### config.mk
export PLATFORM = sky130hd
export DESIGN_NAME = mips_execute
export DESIGN_NICKNAME = d
export VERILOG_FILES = /design/src/rtl/exec_pkg.sv /design/src/rtl/exec_control.sv /design/src/rtl/operand_extend.sv /design/src/rtl/alu.sv /design/src/rtl/branch_unit.sv /design/src/rtl/exec_writeback.sv /design/src/rtl/mips_execute.sv
export SDC_FILE = /design/constraint.sdc
export NUM_CORES = 1
export LEC_CHECK = 0
export BUFFER_PORTS_ARGS = -buffer_cell sky130_fd_sc_hd__buf_4
export CORE_MARGIN = 2
export CORE_UTILIZATION = 35
export DETAILED_ROUTE_END_ITERATION = 8
export PLACE_DENSITY = 0.57
export SLEW_MARGIN = 20
export SYNTH_ARGS = -nofsm -noshare
export SYNTH_HDL_FRONTEND = slang
export SYNTH_SLANG_ARGS = --single-unit
### constraint.sdc
create_clock -name clk -period 8.1 [get_ports clk]
set_clock_uncertainty 0.05 [all_clocks]
set_input_delay 1.62 -clock clk [delete_from_list [all_inputs] [get_ports clk]]
set_output_delay 1.62 -clock clk [all_outputs]
set_load 0.05 [all_outputs]
### src/rtl/exec_pkg.sv
package exec_pkg;

	localparam int data_width = 32;                                // Word and register width
	localparam int reg_addr_width = 5;                             // Register index width
	localparam int imm_width = 16;                                 // I-type immediate field
	localparam logic [reg_addr_width-1:0] link_reg = 5'd31;        // BGEZAL destination

	// REGIMM sub-codes carried in the rt field
	localparam logic [reg_addr_width-1:0] regimm_bgez = 5'b00000;
	localparam logic [reg_addr_width-1:0] regimm_bgezal = 5'b10001;

	typedef enum logic [3:0] {
		alu_and     = 4'b0000,
		alu_or      = 4'b0001,
		alu_add     = 4'b0010,
		alu_addu    = 4'b0011,
		alu_sub     = 4'b0110,  // Also BEQ/BNE compare
		alu_subu    = 4'b0111,
		alu_bgez    = 4'b1000,
		alu_slt     = 4'b1001,
		alu_nor     = 4'b1100,
		alu_xor     = 4'b1101,
		alu_illegal = 4'b1110,  // Falls to the deadbeef result
		alu_lui     = 4'b1111
	} alu_op_t;

	typedef enum logic [5:0] {
		op_special = 6'b000000,
		op_regimm  = 6'b000001,
		op_beq     = 6'b000100,
		op_bne     = 6'b000101,
		op_addi    = 6'b001000,
		op_addiu   = 6'b001001,
		op_slti    = 6'b001010,
		op_andi    = 6'b001100,
		op_ori     = 6'b001101,
		op_xori    = 6'b001110,
		op_lui     = 6'b001111
	} opcode_t;

	typedef enum logic [5:0] {
		fn_add  = 6'b100000,
		fn_addu = 6'b100001,
		fn_sub  = 6'b100010,
		fn_subu = 6'b100011,
		fn_and  = 6'b100100,
		fn_or   = 6'b100101,
		fn_xor  = 6'b100110,
		fn_nor  = 6'b100111,
		fn_slt  = 6'b101010
	} funct_t;

	typedef enum logic [1:0] {
		ext_sign  = 2'b00,
		ext_zero  = 2'b01,
		ext_upper = 2'b10
	} ext_mode_t;

	typedef enum logic [1:0] {
		br_none      = 2'b00,
		br_cond      = 2'b01,  // BEQ, BNE, BGEZ
		br_cond_link = 2'b10   // BGEZAL
	} branch_kind_t;

endpackage

### src/rtl/exec_control.sv
`timescale 1ns/100ps

module exec_control (
	input  logic [31:0]             instr,
	output exec_pkg::alu_op_t       alu_op,
	output logic                    use_imm,
	output exec_pkg::ext_mode_t     ext_mode,
	output exec_pkg::branch_kind_t  branch_kind,
	output logic                    equal,
	output logic                    dest_is_rt,
	output logic                    write_en_dec,
	output logic                    illegal
);
	import exec_pkg::*;

	opcode_t opcode;
	funct_t funct;
	logic [reg_addr_width-1:0] rt_field;

	assign opcode = opcode_t'(instr[31:26]);
	assign funct = funct_t'(instr[5:0]);
	assign rt_field = instr[20:16];  // REGIMM selector

	always_comb begin
		alu_op = alu_illegal;  // Unknown until decoded
		use_imm = 1'b0;
		ext_mode = ext_sign;
		branch_kind = br_none;
		equal = 1'b1;
		dest_is_rt = 1'b0;
		write_en_dec = 1'b0;
		illegal = 1'b0;
		case (opcode)
			op_special: begin
				write_en_dec = 1'b1;  // R-type writes rd
				case (funct)
					fn_add:  alu_op = alu_add;
					fn_addu: alu_op = alu_addu;
					fn_sub:  alu_op = alu_sub;
					fn_subu: alu_op = alu_subu;
					fn_and:  alu_op = alu_and;
					fn_or:   alu_op = alu_or;
					fn_xor:  alu_op = alu_xor;
					fn_nor:  alu_op = alu_nor;
					fn_slt:  alu_op = alu_slt;
					default: begin
						write_en_dec = 1'b0;
						illegal = 1'b1;
					end
				endcase
			end
			op_regimm: begin
				alu_op = alu_bgez;  // rs >= 0 test
				if (rt_field == regimm_bgez) begin
					branch_kind = br_cond;
				end else if (rt_field == regimm_bgezal) begin
					branch_kind = br_cond_link;
					write_en_dec = 1'b1;  // Link written even if not taken
				end else begin
					alu_op = alu_illegal;
					illegal = 1'b1;
				end
			end
			op_beq, op_bne: begin
				alu_op = alu_sub;  // Compare rs with rt
				branch_kind = br_cond;
				equal = (opcode == op_beq);
			end
			op_addi, op_addiu, op_slti: begin
				use_imm = 1'b1;
				dest_is_rt = 1'b1;
				write_en_dec = 1'b1;
				if (opcode == op_addi)
					alu_op = alu_add;  // Wraps, no trap
				else if (opcode == op_addiu)
					alu_op = alu_addu;
				else
					alu_op = alu_slt;
			end
			op_andi, op_ori, op_xori: begin
				use_imm = 1'b1;
				ext_mode = ext_zero;  // Logic immediates are unsigned
				dest_is_rt = 1'b1;
				write_en_dec = 1'b1;
				if (opcode == op_andi)
					alu_op = alu_and;
				else if (opcode == op_ori)
					alu_op = alu_or;
				else
					alu_op = alu_xor;
			end
			op_lui: begin
				alu_op = alu_lui;
				use_imm = 1'b1;
				ext_mode = ext_upper;
				dest_is_rt = 1'b1;
				write_en_dec = 1'b1;
			end
			default: illegal = 1'b1;  // No write, no branch
		endcase
	end

endmodule

### src/rtl/operand_extend.sv
`timescale 1ns/100ps

module operand_extend (
	input  logic [31:0]                     instr,
	input  logic [exec_pkg::data_width-1:0] rt_value,
	input  exec_pkg::ext_mode_t             ext_mode,
	input  logic                            use_imm,
	output logic [exec_pkg::data_width-1:0] imm_value,
	output logic [exec_pkg::data_width-1:0] operand_b
);
	import exec_pkg::*;

	logic [imm_width-1:0] imm;

	assign imm = instr[imm_width-1:0];

	always_comb begin
		case (ext_mode)
			ext_sign:  imm_value = {{(data_width-imm_width){imm[imm_width-1]}}, imm};
			ext_zero:  imm_value = {{(data_width-imm_width){1'b0}}, imm};
			// ALU does the 16-bit shift for LUI
			ext_upper: imm_value = {{(data_width-imm_width){1'b0}}, imm};
			default:   imm_value = {{(data_width-imm_width){1'b0}}, imm};
		endcase
	end

	assign operand_b = use_imm ? imm_value : rt_value;  // Second ALU operand

endmodule

### src/rtl/alu.sv
`timescale 1ns/100ps

module alu (
	input  logic [exec_pkg::data_width-1:0] a,
	input  logic [exec_pkg::data_width-1:0] b,
	input  exec_pkg::alu_op_t               operation,
	input  logic                            equal,      // BEQ when set, BNE when clear
	output logic [exec_pkg::data_width-1:0] result,
	output logic                            alu_zero    // Branch condition
);
	import exec_pkg::*;

	logic same;

	assign same = (a == b);

	always_comb begin
		alu_zero = 1'b0;
		result = 32'hdeadbeef;  // Marker for unsupported ops
		case (operation)
			alu_and:  result = a & b;
			alu_or:   result = a | b;
			alu_add:  result = $signed(a) + $signed(b);  // Wraps like ADDU
			alu_addu: result = a + b;
			alu_sub: begin
				result = $signed(a) - $signed(b);
				alu_zero = same ^ ~equal;  // Inverted sense for BNE
			end
			alu_subu: result = a - b;
			alu_bgez: begin
				if (!a[data_width-1]) begin  // rs non-negative
					result = 32'd1;
					alu_zero = 1'b1;
				end else begin
					result = '0;
				end
			end
			alu_slt: begin
				if ($signed(a) < $signed(b))
					result = 32'd1;
				else
					result = '0;
			end
			alu_nor:  result = ~(a | b);
			alu_xor:  result = a ^ b;
			alu_lui:  result = b << 16;  // Immediate to upper half
			alu_illegal: result = 32'hdeadbeef;
			default:  result = 32'hdeadbeef;
		endcase
	end

endmodule

### src/rtl/branch_unit.sv
`timescale 1ns/100ps

module branch_unit (
	input  logic [exec_pkg::data_width-1:0] pc,
	input  logic [exec_pkg::data_width-1:0] imm_value,     // Already sign-extended
	input  exec_pkg::branch_kind_t          branch_kind,
	input  logic                            alu_zero,
	output logic                            taken,
	output logic [exec_pkg::data_width-1:0] target,
	output logic [exec_pkg::data_width-1:0] link_address
);
	import exec_pkg::*;

	logic [data_width-1:0] pc_plus4;
	logic [data_width-1:0] offset;

	assign pc_plus4 = pc + 32'd4;  // Delay slot address
	assign offset = {imm_value[data_width-3:0], 2'b00};  // Word offset to bytes

	assign target = pc_plus4 + offset;
	assign link_address = pc + 32'd8;  // Return past the delay slot

	assign taken = (branch_kind != br_none) && alu_zero;

endmodule

### src/rtl/exec_writeback.sv
`timescale 1ns/100ps

module exec_writeback (
	input  logic                                clk,
	input  logic                                reset,
	input  logic                                in_valid,
	input  logic [exec_pkg::data_width-1:0]     alu_result,
	input  logic [exec_pkg::data_width-1:0]     link_address,
	input  exec_pkg::branch_kind_t              branch_kind,
	input  logic                                taken,
	input  logic [exec_pkg::data_width-1:0]     target,
	input  logic [exec_pkg::reg_addr_width-1:0] rt_addr,
	input  logic [exec_pkg::reg_addr_width-1:0] rd_addr,
	input  logic                                dest_is_rt,
	input  logic                                write_en_dec,
	input  logic                                illegal,
	output logic                                out_valid,
	output logic [exec_pkg::data_width-1:0]     result,
	output logic [exec_pkg::reg_addr_width-1:0] write_reg,
	output logic                                write_en,
	output logic                                branch_taken,
	output logic [exec_pkg::data_width-1:0]     branch_target,
	output logic                                illegal_out
);
	import exec_pkg::*;

	logic is_link;
	logic [data_width-1:0] result_sel;
	logic [reg_addr_width-1:0] dest_sel;

	assign is_link = (branch_kind == br_cond_link);  // BGEZAL path
	assign result_sel = is_link ? link_address : alu_result;
	assign dest_sel = is_link ? link_reg : (dest_is_rt ? rt_addr : rd_addr);

	always_ff @(posedge clk) begin
		if (reset) begin
			out_valid <= 1'b0;
			result <= '0;
			write_reg <= '0;
			write_en <= 1'b0;
			branch_taken <= 1'b0;
			branch_target <= '0;
			illegal_out <= 1'b0;
		end else begin
			out_valid <= in_valid;  // One-cycle strobe
			if (in_valid) begin  // Hold until next strobe
				result <= result_sel;
				write_reg <= dest_sel;
				write_en <= write_en_dec;
				branch_taken <= taken;
				branch_target <= target;
				illegal_out <= illegal;
			end
		end
	end

endmodule

### src/rtl/mips_execute.sv
`timescale 1ns/100ps

module mips_execute (
	input  logic                                clk,
	input  logic                                reset,
	input  logic                                in_valid,
	input  logic [31:0]                         instr,
	input  logic [exec_pkg::data_width-1:0]     rs_value,
	input  logic [exec_pkg::data_width-1:0]     rt_value,
	input  logic [exec_pkg::data_width-1:0]     pc,
	output logic                                out_valid,
	output logic [exec_pkg::data_width-1:0]     result,
	output logic [exec_pkg::reg_addr_width-1:0] write_reg,
	output logic                                write_en,
	output logic                                branch_taken,
	output logic [exec_pkg::data_width-1:0]     branch_target,
	output logic                                illegal
);
	import exec_pkg::*;

	alu_op_t alu_op;
	ext_mode_t ext_mode;
	branch_kind_t branch_kind;
	logic use_imm;
	logic equal;
	logic dest_is_rt;
	logic write_en_dec;
	logic illegal_dec;
	logic [data_width-1:0] imm_value;
	logic [data_width-1:0] operand_b;
	logic [data_width-1:0] alu_result;
	logic alu_zero;
	logic taken;
	logic [data_width-1:0] target;
	logic [data_width-1:0] link_address;

	exec_control exec_control_inst (
		.instr(instr), .alu_op(alu_op), .use_imm(use_imm), .ext_mode(ext_mode),
		.branch_kind(branch_kind), .equal(equal), .dest_is_rt(dest_is_rt),
		.write_en_dec(write_en_dec), .illegal(illegal_dec)
	);

	operand_extend operand_extend_inst (
		.instr(instr), .rt_value(rt_value), .ext_mode(ext_mode), .use_imm(use_imm),
		.imm_value(imm_value), .operand_b(operand_b)
	);

	alu alu_inst (
		.a(rs_value), .b(operand_b), .operation(alu_op), .equal(equal),
		.result(alu_result), .alu_zero(alu_zero)
	);

	branch_unit branch_unit_inst (
		.pc(pc), .imm_value(imm_value), .branch_kind(branch_kind), .alu_zero(alu_zero),
		.taken(taken), .target(target), .link_address(link_address)
	);

	exec_writeback exec_writeback_inst (
		.clk(clk), .reset(reset), .in_valid(in_valid), .alu_result(alu_result),
		.link_address(link_address), .branch_kind(branch_kind), .taken(taken),
		.target(target), .rt_addr(instr[20:16]), .rd_addr(instr[15:11]),
		.dest_is_rt(dest_is_rt), .write_en_dec(write_en_dec), .illegal(illegal_dec),
		.out_valid(out_valid), .result(result), .write_reg(write_reg),
		.write_en(write_en), .branch_taken(branch_taken),
		.branch_target(branch_target), .illegal_out(illegal)
	);

endmodule

==> metrics.yaml <==
gr_met1_demand_resource_pct: 40.8
coreArea_sq_um: 37400
antenna_violations_before_repair: 1
finalWirelength_mm: 60.5
worst-slew-pin-transition_ns: 1.00
setup_tns_ns: 0
utilization_pct: 41.6
timing.critical_path.required_ns: 8.29
ys_types: 99
viasPerCell: 6.10
run_status: "complete, no violations"
antennaDiodeCount: 0
seq_area_frac_synth_pct: 11.1
half_perimeter_wire_length_after_placement_mm: 47.6
final.min_clock_period_ns: 7.33
postRouteAntennaNets: 0
worst_ep_arrival_time_ns: 7.51
portBuffers: 198
final_layout_size_suffix_gt1_share_pct: 15.0
synth.top_cell.area_share_pct: 17.6
finish.cell_count_without_fillers: 2510
post_cts_buffers: 0
grt.total_usage_pct: 30.3
remaining_drc_errors: 0
cts.sink_count: 73
max_cap_viols: 0
globalRouteMet3Util_pct: 6.51
synth_fp_nets: 2159
fp.dieArea_sq_um: 39300
finalNetCount: 2315
hold_viol: 0
syn_inst: 1838
grt_setup_unrepaired: "false"
drt-initial-drc-count: 1396
pwr_dens_nw_per_um2: 132
timing.hold.worst.class: "reg2reg"
worst_slew_margin_rel_pct: 32.9
areaGrowthSynthToFinish_pct: 17.9
rows: 71
cts_made_buffers: 9
post-synth-top-count-cell: "sky130_fd_sc_hd__nor2_1"
largest_net_degree_at_the_start_of_global_routing: 54
wire_length_per_cell_microns: 24.1
clock_tree.buffer_depth: 2
area_of_the_mapped_netlist_sq_um: 13200
ys_seq_elements: 73
synth.largest_area_cell: "sky130_fd_sc_hd__ha_1"
synth_area_per_cell_sq_um: 7.18
drtPass1Iterations: 5
worstSkewPairLatency_ns: 0.37
first_global_vias: 14373
grt_remaining_overflow: 0
cts_max_level: 3
crit_fanout: 8
cts_tree: "yes"
initial_core_util_pct: 35.3
ys_top_cells_by_area: "sky130_fd_sc_hd__ha_1 18%, sky130_fd_sc_hd__dfxtp_1 11%, sky130_fd_sc_hd__a21oi_1 6.0%"
post_cts_resize_count: 0
final_setup_vio_count: 0
die-width_microns: 198
cts-hold-fix-buffers: 0
ys.warnings.count: 0
place_inst: 2494
routabilityCongestion: 0.977
gr-usage-met2_pct: 47.7
fp.dieH_microns: 198
ys_dominant_reg_cell: "sky130_fd_sc_hd__dfxtp_1"
fmax_mhz: 137
worst_setup_path_start_kind: "input pin"
synth_top_cells_by_count: "193 x sky130_fd_sc_hd__nor2_1, 186 x sky130_fd_sc_hd__ha_1, 158 x sky130_fd_sc_hd__a21oi_1, 135 x sky130_fd_sc_hd__o21ai_0, 125 x sky130_fd_sc_hd__nand2_1"
via_count: 15306
power.ir.vdd_worst_v: 0.000113
busiest_layer_in_global_routing: "met2"
r2r_setup_slack_ns: 6.34
asyncSetResetFlopFracSynth_pct: 0
preCtsSetupSlack_ns: 0.522
top_level_ports: 204
final_slew_viol_count: 0
global_route_wire_length_before_repair_mm: 89.3
synth_enable_flop_cells: 0
part_of_the_cycle_the_worst_path_needs_pct: 90.4
worst_setup_path_end_kind: "flop"
master_cell_of_the_clock_root_buffer: "sky130_fd_sc_hd__clkbuf_16"
postLayoutSetupSlackWorst_ns: 0.775
setup.worst_path.class: "in2reg"
clock_pin_transition_on_the_worst_setup_and_hold_timing_paths_ns: 0.07
static-leakage-power_nw: 6.94
worst paths after layout:
check	startpoint	end	depth (start not counted)
min	exec_writeback_inst.result[2]	exec_writeback_inst.result[2]	2
max reg2reg	exec_writeback_inst.result[21]	exec_writeback_inst.result[21]	5
max	instr[18]	exec_writeback_inst.result[19]	20
min reg2reg	exec_writeback_inst.result[2]	exec_writeback_inst.result[2]	2
routing by layer:
metal | up-vias | share of wire, %
li1 | 7102 | -
met2 | 723 | 44
met3 | 108 | 9.5
met1 | 7371 | 43
met4 | 2 | 3.3
met5 | - | 0.030
worst max-delay path: stages:
cell and delay (ns):
sky130_fd_sc_hd__buf_4 0.11, sky130_fd_sc_hd__nor3_1 0.40, sky130_fd_sc_hd__o21ai_0 0.23, sky130_fd_sc_hd__a311o_1 0.51, sky130_fd_sc_hd__nor2_1 0.48, sky130_fd_sc_hd__nor3_2 0.11
sky130_fd_sc_hd__nand2_1 0.41, sky130_fd_sc_hd__o21ai_0 0.22, sky130_fd_sc_hd__xnor2_1 0.17, sky130_fd_sc_hd__ha_1 0.39, sky130_fd_sc_hd__nand2_1 0.11, sky130_fd_sc_hd__or4b_2 0.61
sky130_fd_sc_hd__o211a_1 0.32, sky130_fd_sc_hd__nor2_1 0.37, sky130_fd_sc_hd__o21ba_2 0.21, sky130_fd_sc_hd__o21ai_0 0.10, sky130_fd_sc_hd__xnor2_1 0.32, sky130_fd_sc_hd__o22ai_1 0.16
sky130_fd_sc_hd__a211oi_1 0.50, sky130_fd_sc_hd__o21ai_0 0.16
cell families (layout without fill, tap and decap cells):
logic type / count (synthesis) / count (layout) / synth area share, %
compound gates: 645 / 645 / 32.9
mux: 38 / 38 / 2.90
xor+xnor: 121 / 121 / 8.03
fa+ha+maj: 190 / 190 / 18.2
buf+inv: 215 / 376 / 6.49
flops: 73 / 73 / 11.1
simple gates: 556 / 556 / 20.4
layout by cell type (no fill, tap or decap), drive strengths merged, types with 8 or more instances in the layout:
master	n
o21bai	25
nand4	13
xnor2	84
o41ai	8
o211ai	24
a221o	9
clkbuf	11
a31oi	22
and3	17
a211o	9
nor2b	11
a22oi	12
o21ai	142
a311oi	9
a211oi	30
a21o	41
nor2	194
o22ai	16
nor3b	8
dfxtp	73
a221oi	29
o2111ai	14
o31ai	14
nand3	40
nand2b	16
xor2	37
and2	8
buf	239
o21a	16
nor3	60
mux2i	36
nand2	125
ha	186
nor4	25
a21oi	158
or3	9
o221ai	18
inv	122
final cells by class:
cell class                 instances  area (sq um)
clock buffer                      11           233
inverter                         121           454
multi-input combinational       1550         10900
timing repair buffer             239          1790
clock inverter                     5          65.1
tap                              511           639
fill                            3927         21800
sequential                        73          1460
per-stage QoR:
stage / total power [mW] / area, sq um / hold WS [ns]
after floorplan: 1.21 / 13200 / 0.611
final: 2.06 / 15600 / 0.396
after detailed placement: 1.59 / 15300 / 0.393
after CTS: 2.04 / 15600 / 0.404
after global routing: 2.17 / 15600 / 0.437
after global placement: 1.58 / 15300 / 0.385
where the power goes:
part | internal, mW | switching [mW] | total (mW)
combinational | 0.433 | 0.757 | 1.19
clock | 0.242 | 0.206 | 0.448
sequential | 0.396 | 0.0228 | 0.419
total | 1.07 | 0.986 | 2.06
(Power assumes the default switching activity.)
